### src/source/aes_cfg.svh
`ifndef AES_CFG_SVH
`define AES_CFG_SVH

// ----------------------------------------
// AES core widths and round counts
// ----------------------------------------

// One state, block or round key is 128 bits.
`define AES_BLOCK_W 128

// A 256-bit key expands to fifteen round keys, whitening key included.
`define AES_MAX_KEYS 15

// Four bits index rounds 0 to 15.
`define AES_ROUND_W 4

// Round count for each key size.
`define AES_NR_128 10
`define AES_NR_192 12
`define AES_NR_256 14

// Low byte of x^8 + x^4 + x^3 + x + 1, folded back in after a doubling.
`define AES_XTIME_POLY 8'h1b

`endif
### src/source/aes_pkg.sv
`include "aes_cfg.svh"

package aes_pkg;

  // ----------------------------------------
  // Vector types
  // ----------------------------------------

  // Byte 15 sits in the top bits and the bytes run column-major, so the
  // first byte of the standard's input string is row 0 of column 0.
  typedef logic [`AES_BLOCK_W-1:0] block_t;
  typedef logic [`AES_BLOCK_W-1:0] round_key_t;

  // Round key i lives at bits [128*i +: 128]; the whitening key is at the bottom.
  typedef logic [`AES_MAX_KEYS*`AES_BLOCK_W-1:0] key_sched_t;

  // Code 00 is a 128-bit key, 01 is 192-bit, and both 1x codes are 256-bit.
  typedef logic [1:0] key_size_t;

  typedef logic [`AES_ROUND_W-1:0] round_idx_t;

  // Controller states.
  typedef enum logic [1:0] {
    IDLE = 2'b00,
    RUN  = 2'b01,
    DONE = 2'b10
  } ctrl_state_t;

  // ----------------------------------------
  // Byte functions
  // ----------------------------------------

  // Forward S-box, one row of sixteen entries per line.
  // Element 0 is the leftmost byte, so row x0 of the table comes first.
  localparam logic [0:255][7:0] SBOX_TABLE = {
    128'h637c777bf26b6fc53001672bfed7ab76,
    128'hca82c97dfa5947f0add4a2af9ca472c0,
    128'hb7fd9326363ff7cc34a5e5f171d83115,
    128'h04c723c31896059a071280e2eb27b275,
    128'h09832c1a1b6e5aa0523bd6b329e32f84,
    128'h53d100ed20fcb15b6acbbe394a4c58cf,
    128'hd0efaafb434d338545f9027f503c9fa8,
    128'h51a3408f929d38f5bcb6da2110fff3d2,
    128'hcd0c13ec5f974417c4a77e3d645d1973,
    128'h60814fdc222a908846eeb814de5e0bdb,
    128'he0323a0a4906245cc2d3ac629195e479,
    128'he7c8376d8dd54ea96c56f4ea657aae08,
    128'hba78252e1ca6b4c6e8dd741f4bbd8b8a,
    128'h703eb5664803f60e613557b986c11d9e,
    128'he1f8981169d98e949b1e87e9ce5528df,
    128'h8ca1890dbfe6426841992d0fb054bb16
  };

  // The input byte is the table address.
  function automatic logic [7:0] sbox(input logic [7:0] b);
    return SBOX_TABLE[b];
  endfunction

  // Multiply by x in GF(2^8).
  // A carry out of bit 7 is reduced by the field polynomial.
  function automatic logic [7:0] xtime(input logic [7:0] b);
    return {b[6:0], 1'b0} ^ (b[7] ? `AES_XTIME_POLY : 8'h00);
  endfunction

endpackage

### src/source/aes_ctrl.sv
`timescale 1ns/1ps

module aes_ctrl (
  input  logic eph1,
  input  logic rst_i,
  input  logic in_valid_i,
  output logic in_ready_o,
  output logic out_valid_o,
  input  logic out_ready_i,
  input  logic last_round_i,
  output logic start_o,
  output logic run_o
);

  aes_pkg::ctrl_state_t state_q;
  aes_pkg::ctrl_state_t state_d;

  // ----------------------------------------
  // Handshake decode
  // ----------------------------------------

  // The core takes a new block only while idle.
  assign in_ready_o  = (state_q == aes_pkg::IDLE);
  // The ciphertext is offered for as long as the FSM sits in DONE.
  assign out_valid_o = (state_q == aes_pkg::DONE);
  // Accept condition, shared by the counter and the datapath.
  assign start_o     = in_valid_i && in_ready_o;
  // One round is applied on every edge spent in RUN.
  assign run_o       = (state_q == aes_pkg::RUN);

  // ----------------------------------------
  // Next state
  // ----------------------------------------

  always_comb begin
    state_d = state_q;
    case (state_q)
      aes_pkg::IDLE: if (start_o) state_d = aes_pkg::RUN;
      // The final round is written on the same edge that leaves RUN.
      aes_pkg::RUN:  if (last_round_i) state_d = aes_pkg::DONE;
      // Stay here under back-pressure; the state register holds the result.
      aes_pkg::DONE: if (out_ready_i) state_d = aes_pkg::IDLE;
      default:       state_d = aes_pkg::IDLE;
    endcase
  end

  always_ff @(posedge eph1) begin
    if (rst_i) begin
      state_q <= aes_pkg::IDLE;
    end else begin
      state_q <= state_d;
    end
  end

endmodule

### config.mk
export PLATFORM = sky130hd
export DESIGN_NAME = aes_ctrl
export DESIGN_NICKNAME = d
export VERILOG_FILES = /design/src/source/aes_pkg.sv /design/src/source/aes_ctrl.sv
export VERILOG_INCLUDE_DIRS = /design/src /design/src/source
export SDC_FILE = /design/constraint.sdc
export NUM_CORES = 1
export LEC_CHECK = 0
export ABC_CLOCK_PERIOD_IN_PS = 1000
export BUFFER_PORTS_ARGS = -buffer_cell sky130_fd_sc_hd__buf_2
export CAP_MARGIN = 20
export CORE_AREA = 3 3 40 42
export CTS_BUF_LIST = sky130_fd_sc_hd__clkbuf_8 sky130_fd_sc_hd__clkbuf_16
export CTS_CLUSTER_DIAMETER = 80
export DETAILED_ROUTE_END_ITERATION = 16
export DIE_AREA = 0 0 43 45
export HOLD_SLACK_MARGIN = 0.08
export SYNTH_ARGS = -nofsm -noshare
export SYNTH_HDL_FRONTEND = slang
export SYNTH_SLANG_ARGS = --single-unit
### constraint.sdc
create_clock -name eph1 -period 1 [get_ports eph1]
set_clock_uncertainty 0.15 [all_clocks]
set_input_delay 0.15 -clock eph1 [delete_from_list [all_inputs] [get_ports eph1]]
set_output_delay 0.15 -clock eph1 [all_outputs]
set_load 0.02 [all_outputs]
Yosys cells after proc, flatten, opt, wreduce, memory -nomap -nowiden
Index checks and enable logic that the tools add are counted.
{"block": "classes", "n_lt_le_gt_ge": 0, "addsub": 0, "multipliers": 0, "eq_ne": 5, "bitwise_logic": 0, "shift": 0, "mux": 4, "div": 0, "n_reduce_logical": 3}
{"cell": "2-bit 2-to-1 mux", "count": 3}
{"cell": "2-bit one-hot mux with 3 select lines", "count": 1}
{"cell": "2-bit by 1-bit != test with 1-bit output (second input constant)", "count": 2}
{"cell": "3-bit AND reduction", "count": 1}
{"cell": "2-bit by 1-bit equality test with 1-bit output (second input constant)", "count": 1}
{"cell": "2-bit equality test (second input constant)", "count": 1}
{"cell": "2-bit logical NOT", "count": 1}
{"cell": "2-bit != test (second input constant)", "count": 1}
{"cell": "1-bit logical AND", "count": 1}
{"block": "totals", "mem_bits_ro": 0, "mem_bits_rw": 0, "ff_bits": 2, "elab_cells": 13, "latch_bits": 0, "n_memories": 0}

Logic depth before layout (Yosys ltp)
Gate-level depths: netlist of run 1.
{"block": "depth", "ltp_word": 4, "mapped_depth": 2, "mapped_depth_nobuf": 2}

Worst setup path before layout of run 1
No wires, ideal clock.
{"block": "synth_path", "path_type": "register -> output", "startpoint": "register state_q[0]", "endpoint": "output port start_o", "setup_slack_ns": -0.230, "stages_incl_launch_ff": 3, "n_path_buf": 0, "t_arrival_ns": 0.930, "path_cell_list": "dfxtp_1 nor2_1 and2_1"}
{"block": "synth_between", "elab_chain_len": 2}
{"element": "start, declared", "line": "aes_ctrl.sv:15", "source": "aes_pkg::ctrl_state_t state_q;"}
{"element": "start signal, assigned", "line": "aes_ctrl.sv:49", "source": "state_q <= aes_pkg::IDLE;"}
{"element": "start signal, assigned", "line": "aes_ctrl.sv:51", "source": "state_q <= state_d;"}
{"element": "2-bit logical NOT", "line": "aes_ctrl.sv:23", "source": "assign in_ready_o = (state_q == aes_pkg::IDLE);"}
{"element": "via in_ready_o", "line": "aes_ctrl.sv:7", "source": "output logic in_ready_o,"}
{"element": "1-bit logical AND", "line": "aes_ctrl.sv:27", "source": "assign start_o = in_valid_i && in_ready_o;"}
{"element": "end, declared", "line": "aes_ctrl.sv:11", "source": "output logic start_o,"}
The timed path passes the listed nets, and every way through them passes these cells.

Worst setup path in the final report of run 1
{"block": "layout_path", "startpoint": "register state_q[0]", "endpoint": "output port out_valid_o"}
{"block": "layout_between", "elab_chain_len": 1}
{"element": "2-bit equality test", "line": "aes_ctrl.sv:25", "source": "assign out_valid_o = (state_q == aes_pkg::DONE);"}
{"element": "end, declared", "line": "aes_ctrl.sv:8", "source": "output logic out_valid_o,"}
No other way between the ends.

==> flow_summary.toml, run 1 <==
[placement]
gp_congestion = 0.654
post-place-cells = 35
place_area_um2 = 174
place_hpwl_um = 213
port_buffers = 8

[pwr]
ir_drop_v = 0.000369
p_leak_nw = 0.118
power.density_nw_per_um2 = 1920

[global_route]
antenna_found_initial = 0
grt_usage = 0.0457
grt_max_degree = 6
overflow = 0
grt_pass1_wl_um = 545
grt_pass1_vias = 154

[cells_and_area]
nets = 31
top_register = "state_q"
largest_reg_flops = 2
fill_cells = 142
drive_above_1_share = 0.792
design_area_um2 = 256
layout_commonest_cell = "buf_2"
final_cells = 39
final_cell_mix = "buf_2 (4), clkbuf_8 (3), buf_6 (3)"
area_growth_pct = 147
diodes = 0
fin_util = 0.200
top_regs = "state_q x2"

[worst_setup_path]
critPathLaunchType = "flip-flop"
critPathArrivalTime_ns = 0.92
cp-end-kind = "primary output"
path_class = "flip-flop to primary output"
crit_path_max_fanout = 5
critical_path_required_ns = 0.70

[cts]
cts_root_buffer = "clkbuf_8"
cts.sinks = 2
cts_buffer_depth = 2
numCtsBuffers = 3
clk_pin_slew_ns = 0.03
cts_tree = "yes"
clk_latency_ns = 0.21
htree_levels = 1

[floorplan]
start_util = 0.0808
die-area_um2 = 1940
die_w_um = 43
die_h_um = 45
core_um2 = 1280
rows = 13
ios = 9

[status]
status = "finished, violations left"
failed_checks = "negative hold slack, negative setup slack"

[sta]
setup_viol = 5
hold_violations = 1
layout_setup_ws_ns = -0.222
hold_ws_ns = -0.0196
fin_crit_ns = 1.22
max_clock_freq_mhz = 818
worstMarginPinSlew_ns = 0.146
rsz0062_at_grt = "yes"
max_slew_margin = 0.902
post-route-period-util = 1.22
slew_viol_final = 0

[drt]
via_count = 126
dr.max_layer_used = "met3"
drtIter0Drc = 3
wl_met1_um = 117
wl_per_cell_um = 8.13
met2_length_um = 150
drc = 0
ant_nets = 0
dr.pass1.iters = 3
vias_per_cell = 3.23
met3_length_um = 50
wl_um = 317

[synthesis]
syn_nets = 17
synth_area_um2 = 104
yosys_warnings = 0
synth_seq_cells = 2
synth_cell_type_count = 9
synth-seq-area-share = 0.386
netlist_instances = 12
synth_area_per_cell_um2 = 8.65

[flow_run]
cap_violations = 0

[worst_hold_path]
hp-class = "input port to flip-flop"
-- what timing repair did --
action / 4_1_cts / 5_1_grt
gates resized for setup: 10 / 2
hold endpoints to repair: 2 / 2
buffers inserted: 0 / 1
pin swaps: 1 / 1
setup endpoints to repair: 5 / 6
-- power by group --
group          switching (mW)  total (mW)  internal [mW]
logic                  0.0379      0.0863         0.0484
registers             0.00806      0.0922         0.0841
clock network          0.0599       0.314          0.254
total                   0.106       0.493          0.387
-- layout make-up --
cell class,instances,area [um2],area share
Clock buffer,3,41.3,0.161
Inverter,1,3.75,0.0146
Multi-Input combinational cell,9,76.3,0.298
Sequential cell,2,47.5,0.185
Tap cell,15,18.8,0.0732
Timing Repair Buffer,9,68.8,0.268
-- worst max-delay path: stages (launching register included) --
cell	delay [ns]
dfxtp_4	0.36
and2b_2	0.23
buf_6	0.13
-- cells in the mapped netlist (all sizes together) --
| library cell | n | area [um2] |
|---|---|---|
| inv | 1 | 3.75 |
| a211oi | 1 | 7.51 |
| and2 | 1 | 6.26 |
| nor2 | 2 | 7.51 |
| nand2b | 2 | 12.5 |
| and2b | 1 | 7.51 |
| nor2b | 1 | 8.76 |
| a32o | 1 | 10.0 |
| dfxtp | 2 | 40.0 |
-- worst paths after layout --
path / cells after the start / slack (ns) / to / startpoint
hold / removal: 2 / -0.02 / state_q[0]$_SDFFE_PP0P_ / rst_i
hold reg to reg: 1 / 0.31 / state_q[0]$_SDFFE_PP0P_ / state_q[1]$_SDFFE_PP0P_
setup reg to reg: 3 / -0.17 / state_q[1]$_SDFFE_PP0P_ / state_q[0]$_SDFFE_PP0P_
setup / recovery: 2 / -0.22 / out_valid_o / state_q[0]$_SDFFE_PP0P_
-- cell families after synthesis --
logic type             count (synthesis)  synth area share
flip-flops                             2             0.386
AND/OR/NAND/NOR                        7             0.410
AO/OA/AOI/OAI                          2             0.169
buffers and inverters                  1            0.0361
-- per-layer routing --
layer,global-route usage,vias up
met4,0.0542,0
met3,0.0518,0
met5,0,-
li1,-,64
met1,0.0288,54
met2,0.0629,8
-- per-stage QoR --
stage / total power [mW] / setup slack [ns] / setup TNS, ns / hold slack [ns]
after detailed placement: 0.158 / -0.0722 / -0.168 / 0.199
after global placement: 0.158 / -0.0586 / -0.156 / 0.194
after CTS: 0.498 / -0.228 / -0.786 / -0.0224
after floorplan: 0.135 / -0.0797 / -0.0921 / 0.0653
after global routing: 0.524 / -0.254 / -1.03 / -0.00685
final: 0.493 / -0.222 / -0.881 / -0.0196
No activity file was read; power rests on OpenSTA's default activity.
==> run 2: changes to the inputs <==
ABC_AREA = 1   (was not set)
==> run 2 against run 1 <==
Against the previous run:
- critical endpoint is now start_o
- the run ends with negative setup slack left
- routed wire length decreased by 2.8%
- count of clock-buffer cells in the layout unchanged
- worst hold slack improved by 0.077 ns
- combinational power increased by 4.6%
==> flow_summary.toml, run 2 <==
[cells_and_area]
design_area_um2 = 262
largest_reg_flops = 2
regArea_um2 = 47.5
drive_above_1_share = 0.724
diodes = 0
area_growth_pct = 149
fill_cells = 142
nets = 36
top_register = "state_q"
top_regs = "state_q x2"
final_cell_mix = "buf_2 (5), buf_4 (5), clkbuf_8 (3)"
multi_input_area_um2 = 58.8

[global_route]
grt_pass1_vias = 136
grt_max_degree = 5
grt_pass1_wl_um = 531
antenna_found_initial = 0
grt_usage = 0.0432
overflow = 0

[synthesis]
synth_area_um2 = 105
synth_seq_cells = 2
synth_top_cell_by_area = "dfxtp_1"
synth_area_per_cell_um2 = 7.51
yosys.area.top_type_share = 0.381
synth_ff_type = "dfxtp_1"
synth_edf_count = 0
yosys_warnings = 0
synth-seq-area-share = 0.381
synth.most_common_cell = "inv_1"
synth_area_leaders = "dfxtp_1 (38%), nand3b_1 (14%), inv_1 (11%), a21oi_2 (8.3%), nor2_1 (7.1%)"
synth_commonest_cells = "inv_1 (3), dfxtp_1 (2), nand3b_1 (2), nor2_1 (2)"
syn_nets = 19
synth_cell_type_count = 9
synth_async_sr_flop_share = 0
netlist_instances = 14

[cts]
hold_buffers = 1
htree_levels = 1
cts.sinks = 2
clk_latency_ns = 0.21
cts_buffer_depth = 2
cts_root_buffer = "clkbuf_8"
cts_tree = "yes"
clk_pin_slew_ns = 0.03
numCtsBuffers = 3

[floorplan]
core_um2 = 1280
die-area_um2 = 1940
die_w_um = 43
ios = 9
die_h_um = 45
start_util = 0.0818
rows = 13

[sta]
hold_violations = 0
max_slew_margin = 0.928
setup_viol = 5
max_clock_freq_mhz = 852
post-route-period-util = 1.17
tns_ns = -0.682
fin_crit_ns = 1.17
layout_setup_ws_ns = -0.174
hold_ws_ns = 0.0574
rsz0062_at_grt = "yes"
worstMarginPinSlew_ns = 0.108
slew_viol_final = 0

[drt]
dr.pass1.iters = 2
drc = 0
wl_um = 308
via_count = 142
wl_per_cell_um = 7.00
ant_nets = 0
drtIter0Drc = 4
vias_per_cell = 3.23

[pwr]
ir_drop_v = 0.000397
power_mw = 0.493
p_leak_nw = 0.121
power.density_nw_per_um2 = 1890

[placement]
pre_cts_slack_ns = -0.0289
gp_congestion = 0.680
place_area_um2 = 184
place_hpwl_um = 230
port_buffers = 8

[worst_setup_path]
critPathLaunchType = "flip-flop"
critical_path_required_ns = 0.70
reg2reg_depth = 5
path_class = "flip-flop to primary output"
cp-end-kind = "primary output"
crit_path_max_fanout = 4
critPathArrivalTime_ns = 0.87

[worst_hold_path]
hp-class = "input port to flip-flop"
hold_depth = 3

[status]
status = "finished, violations left"
failed_checks = "negative setup slack"

[flow_run]
cap_violations = 0
## run 2: path summary, 6_finish.rpt
path                      startpoint                       to  slack (ns)
max          state_q[0]$_SDFFE_PP0P_                  start_o       -0.17
max reg2reg  state_q[0]$_SDFFE_PP0P_  state_q[0]$_SDFFE_PP0P_       -0.09
min                      out_ready_i  state_q[1]$_SDFFE_PP0P_        0.06
min reg2reg  state_q[1]$_SDFFE_PP0P_  state_q[1]$_SDFFE_PP0P_        0.39
## run 2: report_power, final
group / total (mW) / leakage [nW] / internal (mW) / switching (mW)
clock: 0.311 / 0.0216 / 0.254 / 0.0568
sequential: 0.0921 / 0.0178 / 0.0841 / 0.00800
combinational: 0.0903 / 0.0813 / 0.0483 / 0.0420
total: 0.493 / 0.121 / 0.386 / 0.107
## run 2: worst max-delay path: stages (launching register included)
cell,delay [ns]
dfxtp_4,0.35
nor2_4,0.11
nand2_2,0.06
inv_2,0.05
buf_6,0.10
## run 2: cell families after synthesis
family | synth area share
flops | 0.381
buf+inv | 0.107
compound gates | 0.131
simple gates | 0.381
## run 2: per-stage QoR
step | util | std cells
after global placement | 0.143 | 39
after CTS | 0.204 | 44
final | 0.204 | 44
after global routing | 0.204 | 44
after floorplan | - | 14
after detailed placement | 0.143 | 39
## run 2: repair_timing
item | 4_1_cts | 5_1_grt
endpoints found under the setup margin | 5 | 5
gates resized for setup | 8 | 1
pin swaps | 2 | 2
setup buffers | 1 | 0
hold endpoints to repair | 2 | 1
## run 2: layout make-up
type / instances / area share
Multi-Input combinational cell: 9 / 0.225
Sequential cell: 2 / 0.182
Timing Repair Buffer: 12 / 0.321
Clock buffer: 3 / 0.158
Tap cell: 15 / 0.0718
Inverter: 3 / 0.0431
## run 2: per-layer routing
metal | GRT usage | up-vias | part of all wire
li1 | - | 76 | -
met4 | 0.0723 | 0 | 0
met2 | 0.0599 | 7 | 0.52
met3 | 0.0239 | 0 | 0.14
met1 | 0.0336 | 59 | 0.34
met5 | 0 | - | 0
