$ cat src/source/aes_cfg.svh
`ifndef AES_CFG_SVH
`define AES_CFG_SVH

// ----------------------------------------
// AES core widths and round counts
// ----------------------------------------

// One state, block or round key is 128 bits.
`define AES_BLOCK_W 128

// A 256-bit key expands to fifteen round keys, whitening key included.
`define AES_MAX_KEYS 15

// Four bits index rounds 0 to 15.
`define AES_ROUND_W 4

// Round count for each key size.
`define AES_NR_128 10
`define AES_NR_192 12
`define AES_NR_256 14

// Low byte of x^8 + x^4 + x^3 + x + 1, folded back in after a doubling.
`define AES_XTIME_POLY 8'h1b

`endif
$ cat src/source/aes_pkg.sv
`include "aes_cfg.svh"

package aes_pkg;

  // ----------------------------------------
  // Vector types
  // ----------------------------------------

  // Byte 15 sits in the top bits and the bytes run column-major, so the
  // first byte of the standard's input string is row 0 of column 0.
  typedef logic [`AES_BLOCK_W-1:0] block_t;
  typedef logic [`AES_BLOCK_W-1:0] round_key_t;

  // Round key i lives at bits [128*i +: 128]; the whitening key is at the bottom.
  typedef logic [`AES_MAX_KEYS*`AES_BLOCK_W-1:0] key_sched_t;

  // Code 00 is a 128-bit key, 01 is 192-bit, and both 1x codes are 256-bit.
  typedef logic [1:0] key_size_t;

  typedef logic [`AES_ROUND_W-1:0] round_idx_t;

  // Controller states.
  typedef enum logic [1:0] {
    IDLE = 2'b00,
    RUN  = 2'b01,
    DONE = 2'b10
  } ctrl_state_t;

  // ----------------------------------------
  // Byte functions
  // ----------------------------------------

  // Forward S-box, one row of sixteen entries per line.
  // Element 0 is the leftmost byte, so row x0 of the table comes first.
  localparam logic [0:255][7:0] SBOX_TABLE = {
    128'h637c777bf26b6fc53001672bfed7ab76,
    128'hca82c97dfa5947f0add4a2af9ca472c0,
    128'hb7fd9326363ff7cc34a5e5f171d83115,
    128'h04c723c31896059a071280e2eb27b275,
    128'h09832c1a1b6e5aa0523bd6b329e32f84,
    128'h53d100ed20fcb15b6acbbe394a4c58cf,
    128'hd0efaafb434d338545f9027f503c9fa8,
    128'h51a3408f929d38f5bcb6da2110fff3d2,
    128'hcd0c13ec5f974417c4a77e3d645d1973,
    128'h60814fdc222a908846eeb814de5e0bdb,
    128'he0323a0a4906245cc2d3ac629195e479,
    128'he7c8376d8dd54ea96c56f4ea657aae08,
    128'hba78252e1ca6b4c6e8dd741f4bbd8b8a,
    128'h703eb5664803f60e613557b986c11d9e,
    128'he1f8981169d98e949b1e87e9ce5528df,
    128'h8ca1890dbfe6426841992d0fb054bb16
  };

  // The input byte is the table address.
  function automatic logic [7:0] sbox(input logic [7:0] b);
    return SBOX_TABLE[b];
  endfunction

  // Multiply by x in GF(2^8).
  // A carry out of bit 7 is reduced by the field polynomial.
  function automatic logic [7:0] xtime(input logic [7:0] b);
    return {b[6:0], 1'b0} ^ (b[7] ? `AES_XTIME_POLY : 8'h00);
  endfunction

endpackage

$ cat src/source/aes_round_ctr.sv
`timescale 1ns/1ps
`include "aes_cfg.svh"

module aes_round_ctr (
  input  logic                eph1,
  input  logic                rst_i,
  input  logic                start_i,
  input  logic                run_i,
  input  aes_pkg::key_size_t  key_size_i,
  output aes_pkg::round_idx_t round_idx_o,
  output logic                last_round_o
);

  aes_pkg::round_idx_t round_idx_q;
  aes_pkg::key_size_t  key_size_q;
  aes_pkg::round_idx_t num_rounds;

  // ----------------------------------------
  // Round index and captured key size
  // ----------------------------------------

  // The whitening step uses key 0 on the accept edge, so the first real
  // round is 1. The index then points straight at its round key.
  // After the final round it steps once more to Nr+1, which is harmless
  // because nothing reads it until the next accept reloads it.
  always_ff @(posedge eph1) begin
    if (rst_i) begin
      round_idx_q <= '0;
      key_size_q  <= '0;
    end else if (start_i) begin
      round_idx_q <= aes_pkg::round_idx_t'(1);
      key_size_q  <= key_size_i;
    end else if (run_i) begin
      round_idx_q <= round_idx_q + aes_pkg::round_idx_t'(1);
    end
  end

  // ----------------------------------------
  // Final round detect
  // ----------------------------------------

  // Both 1x codes mean a 256-bit key.
  always_comb begin
    case (key_size_q)
      2'b00:   num_rounds = aes_pkg::round_idx_t'(`AES_NR_128);
      2'b01:   num_rounds = aes_pkg::round_idx_t'(`AES_NR_192);
      default: num_rounds = aes_pkg::round_idx_t'(`AES_NR_256);
    endcase
  end

  assign round_idx_o  = round_idx_q;
  // High during the round that skips MixColumns.
  assign last_round_o = (round_idx_q == num_rounds);

endmodule

$ cat config.mk
export PLATFORM = sky130hd
export DESIGN_NAME = aes_round_ctr
export DESIGN_NICKNAME = d
export VERILOG_FILES = /design/src/source/aes_pkg.sv /design/src/source/aes_round_ctr.sv
export VERILOG_INCLUDE_DIRS = /design/src /design/src/source
export SDC_FILE = /design/constraint.sdc
export NUM_CORES = 1
export LEC_CHECK = 0
export BUFFER_PORTS_ARGS = -buffer_cell sky130_fd_sc_hd__buf_2
export CORE_AREA = 2 2 39 41
export CTS_BUF_LIST = sky130_fd_sc_hd__clkbuf_4 sky130_fd_sc_hd__clkbuf_8 sky130_fd_sc_hd__clkbuf_16
export DETAILED_ROUTE_END_ITERATION = 8
export DIE_AREA = 0 0 41 43
export SETUP_SLACK_MARGIN = 0.15
export SYNTH_ARGS = -nofsm -noshare
export SYNTH_HDL_FRONTEND = slang
export SYNTH_SLANG_ARGS = --single-unit
export TNS_END_PERCENT = 50
$ cat constraint.sdc
create_clock -name eph1 -period 1.25 [get_ports eph1]
set_input_delay 0.25 -clock eph1 [delete_from_list [all_inputs] [get_ports eph1]]
set_output_delay 0.25 -clock eph1 [all_outputs]
set_load 0.1 [all_outputs]
# Word-level counts from Yosys, hierarchy flattened
# Index checks and enable logic that the tools add are counted.
word_totals:
  wordCells: 12
  inputBits: 6
  reg_bits: 6
  output_inout_bits: 5
classes:
  add_sub_neg: 1
  n_eq_ne: 2
  muxes: 3
  n_reduce_logical: 3
op_table:
  columns: ["cell", "n"]
  rows:
  - ["3-bit case mux with 2 select lines", 1]
  - ["4-bit by 1-bit adder with 4-bit output (second input constant)", 1]
  - ["4-bit equality test", 1]
  - ["2-bit by 1-bit equality test with 1-bit output (second input constant)", 1]
  - ["2-bit zero test", 1]
  - ["1-bit 2-to-1 mux", 2]
  - ["2-bit nonzero test", 1]
  - ["2-bit OR reduction", 1]

# Depth between registers and ports, before layout
# Gate-level depths: netlist of the first run.
depth:
  word_depth: 3
  ltp_mapped: 4
  depth_no_buf: 4

# Worst setup path before layout of the first run
# OpenSTA, ideal clock, no wires.
synth_path:
  kind: "flip-flop to output port"
  start: "reg round_idx_q[1], in the netlist round_idx_o[1]"
  end: "out last_round_o"
  arrival_ps: 2939
  stages_incl_launch_ff: 4
  n_path_buf: 0
  required_time_ps: 1000
  setup_slack_ps: -1939
  cell_sequence: "dfxtp_1 -> nor4b_2 -> a31oi_1 -> a21oi_1"
synth_via:
  elab_chain_len: 1
synth_lines:
  columns: ["element", "line_no", "rtl"]
  rows:
  - ["from (decl)", "aes_round_ctr.sv:14", "aes_pkg::round_idx_t round_idx_q;"]
  - ["from (signal assigned)", "aes_round_ctr.sv:31", "round_idx_q <= aes_pkg::round_idx_t'(1);"]
  - ["from (signal assigned)", "aes_round_ctr.sv:34", "round_idx_q <= round_idx_q + aes_pkg::round_idx_t'(1);"]
  - ["4-bit equality test", "aes_round_ctr.sv:53", "assign last_round_o = (round_idx_q == num_rounds);"]
  - ["to (decl)", "aes_round_ctr.sv:11", "output logic last_round_o"]
# Every way passes these cells.

# Worst setup path after layout of the first run
layout_path:
  start: "reg key_size_q[1]"
  end: "out last_round_o"
layout_via:
  elab_chain_len: 3
  elab_cells_between_ends: 4
  cone_classes: "eq/ne (2); mux (1); reduce/logical (1)"
layout_lines:
  columns: ["element", "line_no", "rtl"]
  rows:
  - ["from (decl)", "aes_round_ctr.sv:15", "aes_pkg::key_size_t key_size_q;"]
  - ["from (signal assigned)", "aes_round_ctr.sv:32", "key_size_q <= key_size_i;"]
  - ["2-bit by 1-bit equality test with 1-bit output or 2-bit zero test (tied branches)", "aes_round_ctr.sv:44", "case (key_size_q)"]
  - ["3-bit case mux with 2 select lines *", "aes_round_ctr.sv:44", null]
  - ["4-bit equality test *", "aes_round_ctr.sv:53", null]
# Every way passes the cells marked *; elsewhere a longest branch is shown, timed or not.

==> flow_metrics.py, run 1 <==
metrics = {
    "layout": {
        "finish.instance_area_um2": 536,
        "utilization": 0.387,
        "layout.nets": 55,
        "fill_cells": 143,
        "synthesis_to_finish_area_growth_pct": 91.1,
        "drive_gt1_frac": 0.596,
        "multiInputGateArea_um2": 181,
        "layout.area.seq_um2": 134,
        "n_antenna_cell": 0,
    },
    "grt": {
        "maximum_number_of_pins_on_one_net_before_global_route_repair": 7,
        "grt_util_all_layers": 0.0935,
        "gr-total-overflow": 0,
        "grt_pass1_vias": 253,
        "antenna_violations_before_repair": 0,
        "grt_first_pass_wirelength_um": 1020,
    },
    "sta": {
        "share_of_the_clock_period_used_by_the_worst_path": 1.25,
        "timing.setup.tns_ps": -316,
        "report.final.setup_viol": 1,
        "tightest_slew_ps": 223,
        "postLayoutSetupSlackWorst_ps": -316,
        "timing_max_transition_violations_final": 0,
        "period_needed_ps": 1570,
        "slew_headroom": 0.851,
        "timing_hold_violations_final": 0,
        "fin_worst_skew_ps": 2.53,
        "max_freq_mhz": 639,
        "rsz0062_at_grt": "yes",
    },
    "critical_path": {
        "cpPeakStageDelay_ps": 340,
        "start_kind": "register",
        "worst-setup-path-type": "register to output port",
        "end_kind": "output port",
        "slowest_stage": "sky130_fd_sc_hd__dfxtp_2",
        "worst_ep_required_time_ps": 1000,
        "critPathArrivalTime_ps": 1320,
        "worst-path-max-fanout": 4,
        "crit_chain": "nor4b_4 > a31oi_2 > a21oi_4 > buf_12",
    },
    "detailed_routing": {
        "first_pass_iters": 4,
        "ant_nets": 0,
        "vias_per_cell": 4.52,
        "postRouteWirelength_um": 687,
        "drt-wirelength-per-cell_um": 10.9,
        "post-route-drc-count": 0,
        "vias": 285,
        "drtIter0Drc": 1,
    },
    "clock_tree": {
        "cts.reportedPaths.clkPinSlew_ps": 50,
        "clk-insertion-delay-late_ps": 250,
        "htree_levels": 1,
        "cts_buffer_depth": 2,
        "cts.sink_count": 6,
        "clk_root_buffer_cell": "sky130_fd_sc_hd__clkbuf_4",
        "cts_hold_buffers": 0,
        "numCtsBuffers": 3,
        "cts_tree": "done",
    },
    "job": {
        "timing.max_cap.violations": 0,
    },
    "floorplanning": {
        "core_region_area_um2": 1380,
        "design.die.area_um2": 1760,
        "io-pin-count": 11,
        "floorplan.initialDensity": 0.203,
        "floorplan.rows": 14,
        "die_y_um": 43,
        "die_extent_in_x_um": 41,
    },
    "min_path": {
        "worst_hold_path_type": "primary input to register",
    },
    "placement": {
        "dp_wirelength_um": 456,
        "portbufs": 10,
        "detailed_place.area_um2": 467,
        "preCtsSetupSlack_ps": -58.2,
        "place.gp.congestion": 0.759,
    },
    "synthesis": {
        "cell_types_with_the_highest_counts_after_synthesis": "sky130_fd_sc_hd__dfxtp_1, sky130_fd_sc_hd__nor2_1, sky130_fd_sc_hd__mux2i_1, sky130_fd_sc_hd__xor2_1, sky130_fd_sc_hd__nor3_1",
        "synth_top_area_share": 0.429,
        "yosysTopAreaCell": "sky130_fd_sc_hd__dfxtp_1",
        "mappedNetlistNets": 36,
        "synth.yosys.warnings": 0,
        "yosysMostFrequentCell": "sky130_fd_sc_hd__dfxtp_1",
        "yosysUniqueCellTypes": 15,
        "number_of_instances_in_the_synthesized_netlist": 29,
        "syn_area_per_cell_um2": 9.66,
        "asyncSetResetFlopFracSynth": 0,
        "synth.ff_latch_count": 6,
        "synth-edff-count": 0,
        "synth-seq-area-share": 0.429,
        "synth_area_leaders": "sky130_fd_sc_hd__dfxtp_1, sky130_fd_sc_hd__mux2i_1, sky130_fd_sc_hd__xor2_1",
        "ys_dominant_reg_cell": "sky130_fd_sc_hd__dfxtp_1",
        "synth_area_um2": 280,
    },
    "power": {
        "sequential_cell_fraction_of_total_power": 0.400,
        "power_frac_clock": 0.423,
        "power_mw": 0.527,
        "p_per_area_nw_per_um2": 984,
        "power.share.combinational": 0.177,
        "net-switching-power_mw": 0.147,
        "irDropWorstVdd_uv": 488,
        "netSwitchingFraction": 0.279,
        "cellLeakagePower_nw": 0.216,
        "p_int_mw": 0.380,
    },
    "run_status": {
        "violations": "negative setup slack",
        "run_status": "finished with violations",
    },
}
final timing paths:
kind | cells past startpoint | start | end | slack, ps
worst max-delay path | 4 | key_size_q[1]$_SDFFE_PP0P_ | last_round_o | -320
worst min-delay path | 3 | key_size_i[0] | key_size_q[0]$_SDFFE_PP0P_ | 240
worst max register to register | 5 | round_idx_o[1]$_SDFFE_PP0P_ | round_idx_o[2]$_SDFFE_PP0P_ | 200
worst min register to register | 2 | key_size_q[1]$_SDFFE_PP0P_ | key_size_q[1]$_SDFFE_PP0P_ | 560
stage by stage:
| stage | hold slack (ps) | instances |
|---|---|---|
| floorplan | 313 | 29 |
| global placement | 488 | 57 |
| detailed placement | 500 | 57 |
| CTS | 243 | 61 |
| global route | 257 | 63 |
| finish | 241 | 63 |
routing by layer:
metal,wire length (um),track usage
met5,0,0
met4,33,0.100
met2,363,0.122
met3,35,0.0471
met1,256,0.0968
worst max-delay path: cells and delay by family (launching register included):
kind | cells | cell delay [ps]
buffers and inverters | 1 | 190
flip-flops | 1 | 340
AO/OA/AOI/OAI | 2 | 240
AND/OR/NAND/NOR | 1 | 300
state kept, by name, summed over array words and instances (netlist names):
register	cells
round_idx_o	4
key_size_q	2
power by group through the flow:
stage / combinational [mW] / clock [mW] / sequential (mW)
2_1_floorplan: 0.0234 / 0 / 0.239
3_3_place_gp: 0.0889 / 0 / 0.212
3_5_place_dp: 0.0900 / 0 / 0.212
4_1_cts: 0.0909 / 0.227 / 0.208
5_1_grt: 0.0986 / 0.237 / 0.212
6_report: 0.0933 / 0.223 / 0.211
logic make-up (layout without fill, tap and decap cells):
logic type,after synthesis,after routing,share of synthesized area
simple gates,13,13,0.268
flops,6,6,0.429
xor+xnor,3,3,0.0938
mux,3,3,0.107
compound gates,2,2,0.0402
fa+ha+maj,1,1,0.0446
buf+inv,1,19,0.0178
area by class of cell:
class / count / area share
Multi-Input combinational cell: 22 / 0.339
Clock buffer: 4 / 0.0561
Sequential cell: 6 / 0.250
Timing Repair Buffer: 15 / 0.318
Tap cell: 16 / 0.0374
what timing repair did:
action | CTS | global route
endpoints found under the setup margin | 3 | 4
setup buffers | 0 | 2
pin swaps | 0 | 2
gates resized for setup | 3 | 2
layout by cell type, fill, tap and decap left out, drive strengths merged:
cell type,count
ha,1
a31oi,1
dfxtp,6
nand4,1
mux2i,3
nor4b,1
nor3,3
nand3,1
nand2b,1
buf,15
nand2,1
xor2,3
nor2,5
a21oi,1
clkbuf,4
(Power assumes the default switching activity.)
==> inputs of run 2 (changes only) <==
- MAX_ROUTING_LAYER: not set -> met4
==> flow_metrics.py, run 2 (synthesis results as in run 1) <==
metrics = {
    "run_status": {
        "run_status": "finished with violations",
        "violations": "negative setup slack",
    },
    "critical_path": {
        "start_kind": "register",
        "worst-r2r-setup-slack_ps": 200,
        "cpPeakStageDelay_ps": 340,
        "rr_worst_depth": 5,
        "timing.rr.end": "round_idx_o[2]$_SDFFE_PP0P_",
        "crit_chain": "nor4b_4 > a31oi_2 > a21oi_4 > buf_12",
        "slowest_stage": "sky130_fd_sc_hd__dfxtp_2",
        "end_kind": "output port",
        "critPathArrivalTime_ps": 1320,
        "crit-reg2reg-launch": "round_idx_o[1]$_SDFFE_PP0P_",
        "worst-path-max-fanout": 4,
        "worst_ep_required_time_ps": 1000,
        "worst-setup-path-type": "register to output port",
    },
    "grt": {
        "gr-total-overflow": 0,
        "grt_first_pass_wirelength_um": 1020,
        "maximum_number_of_pins_on_one_net_before_global_route_repair": 7,
        "antenna_violations_before_repair": 0,
        "grt_util_all_layers": 0.0958,
        "grt_pass1_vias": 253,
    },
    "detailed_routing": {
        "vias": 287,
        "drt-wirelength-per-cell_um": 10.9,
        "post-route-drc-count": 0,
        "first_pass_iters": 4,
        "vias_per_cell": 4.56,
        "ant_nets": 0,
        "postRouteWirelength_um": 685,
        "drtIter0Drc": 1,
    },
    "power": {
        "sequential_cell_fraction_of_total_power": 0.400,
        "p_int_mw": 0.380,
        "p_per_area_nw_per_um2": 983,
        "cellLeakagePower_nw": 0.216,
        "power_frac_clock": 0.423,
        "net-switching-power_mw": 0.147,
        "power.share.combinational": 0.177,
        "netSwitchingFraction": 0.279,
        "irDropWorstVdd_uv": 488,
    },
    "min_path": {
        "hold_path.startpoint": "key_size_i[0]",
        "hold_end": "key_size_q[0]$_SDFFE_PP0P_",
        "hold_depth": 3,
        "worst_hold_path_type": "primary input to register",
    },
    "clock_tree": {
        "numCtsBuffers": 3,
        "cts_tree": "done",
        "cts.sink_count": 6,
        "htree_levels": 1,
        "cts.reportedPaths.clkPinSlew_ps": 50,
        "cts_buffer_depth": 2,
        "clk-insertion-delay-late_ps": 250,
        "clk_root_buffer_cell": "sky130_fd_sc_hd__clkbuf_4",
    },
    "floorplanning": {
        "io-pin-count": 11,
        "floorplan.initialDensity": 0.203,
        "die_y_um": 43,
        "design.die.area_um2": 1760,
        "core_region_area_um2": 1380,
        "floorplan.rows": 14,
        "die_extent_in_x_um": 41,
    },
    "job": {
        "timing.max_cap.violations": 0,
    },
    "layout": {
        "layout.nets": 55,
        "synthesis_to_finish_area_growth_pct": 91.1,
        "largest_register_ff_count": 4,
        "finish.instance_area_um2": 536,
        "final_cell_mix": "sky130_fd_sc_hd__nor2_1, sky130_fd_sc_hd__buf_2, sky130_fd_sc_hd__buf_12, sky130_fd_sc_hd__clkbuf_4",
        "n_antenna_cell": 0,
        "finalNonFillerCells": 63,
        "fill_cells": 143,
        "drive_gt1_frac": 0.596,
    },
    "sta": {
        "timing_max_transition_violations_final": 0,
        "max_freq_mhz": 639,
        "rsz0062_at_grt": "yes",
        "slew_headroom": 0.851,
        "tightest_slew_ps": 223,
        "timing_hold_violations_final": 0,
        "period_needed_ps": 1570,
        "fin_worst_skew_ps": 2.53,
        "report.final.setup_viol": 1,
        "share_of_the_clock_period_used_by_the_worst_path": 1.25,
        "postLayoutSetupSlackWorst_ps": -316,
    },
    "placement": {
        "dp_wirelength_um": 456,
        "detailed_place.area_um2": 467,
        "portbufs": 10,
        "place.gp.congestion": 0.769,
        "placed_cells": 57,
    },
}
==> run 2: cell counts in the layout (fill, tap and decap cells not counted) <==
Identical to the previous run, type by type.
==> run 2: worst max-delay path by stage <==
stage,startpoint,endpoint,slack (ps),cells after the start
after floorplan,round_idx_o[1]$_SDFFE_PP0P_,last_round_o,-470,3
after global placement,key_size_q[1]$_SDFFE_PP0P_,last_round_o,-30,4
after detailed placement,key_size_q[1]$_SDFFE_PP0P_,last_round_o,-60,4
after CTS,key_size_q[1]$_SDFFE_PP0P_,last_round_o,-310,4
after global routing,key_size_q[1]$_SDFFE_PP0P_,last_round_o,-370,4
final,key_size_q[1]$_SDFFE_PP0P_,last_round_o,-320,4
==> run 2: area by class of cell <==
cell class / count / area, um2 / area share
well taps: 16 / 20.0 / 0.0374
repair buffers: 15 / 170 / 0.318
flip-flops and latches: 6 / 134 / 0.250
clock buffers: 4 / 30.0 / 0.0561
multi-input cells: 22 / 181 / 0.339
==> run 2: critical path, delay by kind of cell (launching register included) <==
family                 cells  cell delay, ps
AO/OA/AOI/OAI              2             240
buffers and inverters      1             190
flip-flops                 1             340
AND/OR/NAND/NOR            1             300
==> run 2: power groups by stage <==
stage | Clock (mW) | Combinational (mW) | Sequential [mW]
after floorplan | 0 | 0.0234 | 0.239
after global placement | 0 | 0.0889 | 0.212
after detailed placement | 0 | 0.0900 | 0.212
after CTS | 0.227 | 0.0909 | 0.208
after global routing | 0.237 | 0.0986 | 0.212
final | 0.223 | 0.0933 | 0.211
==> run 2: per-layer routing <==
metal / vias to the layer above / wire length [um] / GRT usage
met5: - / 0 / -
met2: 9 / 361 / 0.122
met1: 134 / 254 / 0.0968
li1: 140 / - / -
met3: 4 / 35 / 0.0471
met4: 0 / 33 / 0.100
==> run 2: metrics by stage <==
stage	setup TNS [ps]	utilization	worst slack [ps]	total power, mW	hold slack, ps
after floorplan	-470	-	-470	0.263	313
after global placement	-34.7	0.337	-34.7	0.300	488
after detailed placement	-58.2	0.337	-58.2	0.301	500
after CTS	-309	0.365	-309	0.527	243
after global routing	-371	0.387	-371	0.548	257
final	-316	0.387	-316	0.527	241
==> run 2: repair_timing <==
| action | 4_1_cts | 5_1_grt |
|---|---|---|
| endpoints found under the setup margin | 3 | 4 |
| buffers inserted | 0 | 2 |
| gates resized for setup | 3 | 2 |
| cloned | 0 | 0 |
| hold buffers | 0 | 0 |
| hold endpoints to repair | 0 | 0 |
| pin swaps | 0 | 2 |
==> inputs of run 3 (changes only) <==
- CTS_BUF_LIST: sky130_fd_sc_hd__clkbuf_4 sky130_fd_sc_hd__clkbuf_8 sky130_fd_sc_hd__clkbuf_16 -> sky130_fd_sc_hd__clkbuf_8
==> flow_metrics.py, run 3 (synthesis results as in run 1) <==
metrics = {
    "run_status": {
        "violations": "negative setup slack",
        "run_status": "finished with violations",
    },
    "sta": {
        "fin_worst_skew_ps": 3.06,
        "slew_headroom": 0.859,
        "timing_hold_violations_final": 0,
        "rsz0062_at_grt": "yes",
        "timing_max_transition_violations_final": 0,
        "hold-worst-slack_ps": 267,
        "postLayoutSetupSlackWorst_ps": -265,
        "share_of_the_clock_period_used_by_the_worst_path": 1.21,
        "report.final.setup_viol": 1,
        "period_needed_ps": 1520,
        "tightest_slew_ps": 211,
        "max_freq_mhz": 660,
    },
    "grt": {
        "maximum_number_of_pins_on_one_net_before_global_route_repair": 7,
        "top_usage_layer": "met2",
        "grt_util_all_layers": 0.0947,
        "grt_first_pass_wirelength_um": 1010,
        "globalRouteMet2Util": 0.119,
        "antenna_violations_before_repair": 0,
        "grt.met1_usage": 0.0968,
        "grt_pass1_vias": 253,
        "grt_use_met3": 0.0628,
        "gr-total-overflow": 0,
    },
    "layout": {
        "layout.nets": 55,
        "multiInputGateArea_um2": 181,
        "synthesis_to_finish_area_growth_pct": 96.4,
        "drive_gt1_frac": 0.574,
        "largest_register_ff_count": 4,
        "finalNonFillerCells": 63,
        "final_cell_mix": "sky130_fd_sc_hd__nor2_1, sky130_fd_sc_hd__buf_2, sky130_fd_sc_hd__buf_12",
        "layout.area.seq_um2": 134,
        "fill_cells": 140,
        "utilization": 0.398,
        "n_antenna_cell": 0,
    },
    "floorplanning": {
        "die_extent_in_x_um": 41,
        "floorplan.initialDensity": 0.203,
        "die_y_um": 43,
        "io-pin-count": 11,
        "design.die.area_um2": 1760,
        "floorplan.rows": 14,
        "core_region_area_um2": 1380,
    },
    "placement": {
        "place.gp.congestion": 0.769,
        "portbufs": 10,
        "placed_cells": 57,
        "dp_wirelength_um": 456,
        "preCtsSetupSlack_ps": -58.2,
    },
    "critical_path": {
        "worst-setup-path-type": "register to output port",
        "worst_ep_required_time_ps": 1000,
        "critPathArrivalTime_ps": 1270,
        "start_kind": "register",
        "worst-path-max-fanout": 2,
        "end_kind": "output port",
    },
    "clock_tree": {
        "cts_hold_buffers": 0,
        "cts.sink_count": 6,
        "clk_root_buffer_cell": "sky130_fd_sc_hd__clkbuf_8",
        "clk-insertion-delay-late_ps": 220,
        "cts_tree": "done",
        "numCtsBuffers": 3,
        "cts_buffer_depth": 2,
        "htree_levels": 1,
        "cts.reportedPaths.clkPinSlew_ps": 30,
    },
    "min_path": {
        "worst_hold_path_type": "primary input to register",
    },
    "detailed_routing": {
        "post-route-drc-count": 0,
        "drt-wirelength-per-cell_um": 10.1,
        "postRouteWirelength_um": 639,
        "first_pass_iters": 4,
        "vias_per_cell": 4.48,
        "vias": 282,
        "drtIter0Drc": 2,
        "ant_nets": 0,
    },
    "job": {
        "timing.max_cap.violations": 0,
    },
    "power": {
        "irDropWorstVdd_uv": 667,
        "p_per_area_nw_per_um2": 1090,
        "cellLeakagePower_nw": 0.224,
        "power_mw": 0.601,
    },
}
run 3: cell types whose count changed in the layout (fill, tap and decap cells not counted), sizes merged:
cell    before  now
inv          0    1
clkbuf       4    3
run 3: worst paths after layout:
path / startpoint / slack (ps) / to / depth (start not counted)
worst max-delay path: round_idx_o[2]$_SDFFE_PP0P_ / -270 / last_round_o / 4
worst min-delay path: key_size_i[0] / 270 / key_size_q[0]$_SDFFE_PP0P_ / 3
worst max register to register: round_idx_o[1]$_SDFFE_PP0P_ / 200 / round_idx_o[2]$_SDFFE_PP0P_ / 5
worst min register to register: key_size_q[1]$_SDFFE_PP0P_ / 550 / key_size_q[1]$_SDFFE_PP0P_ / 2
run 3: critical path: stages, from the launching register on:
cell	delay [ps]
sky130_fd_sc_hd__dfxtp_4	340
sky130_fd_sc_hd__nor4b_4	280
sky130_fd_sc_hd__a31oi_2	80
sky130_fd_sc_hd__a21oi_4	160
sky130_fd_sc_hd__buf_12	190
run 3: metrics by stage:
stage	area, um2	setup TNS, ps
global route	551	-317
finish	551	-265
global placement	467	-34.7
detailed placement	467	-58.2
floorplan	304	-470
CTS	520	-282
run 3: power breakdown:
group | total [mW] | leakage [nW] | switching (mW) | internal, mW
registers | 0.211 | 0.0521 | 0.0129 | 0.198
logic | 0.0930 | 0.145 | 0.0533 | 0.0397
clock network | 0.297 | 0.0269 | 0.0856 | 0.211
run 3: what timing repair did:
| action | in CTS | in global routing |
|---|---|---|
| gates resized for setup | 3 | 2 |
| setup endpoints to repair | 3 | 4 |
| setup buffers | 0 | 2 |
| endpoints found under the hold margin | 0 | 0 |
| pin swaps | 0 | 2 |
run 3: final cells by class:
class | count | area share
well taps | 16 | 0.0364
repair buffers | 15 | 0.309
clock buffers | 3 | 0.0750
flip-flops and latches | 6 | 0.243
multi-input cells | 22 | 0.330
clock inverters | 1 | 0.00682
run 3: layer usage:
metal	wire [um]	vias to the layer above	part of all wire
met3	43	2	0.067
met2	334	8	0.52
li1	-	139	-
met5	0	-	0
met4	14	0	0.022
met1	247	133	0.39
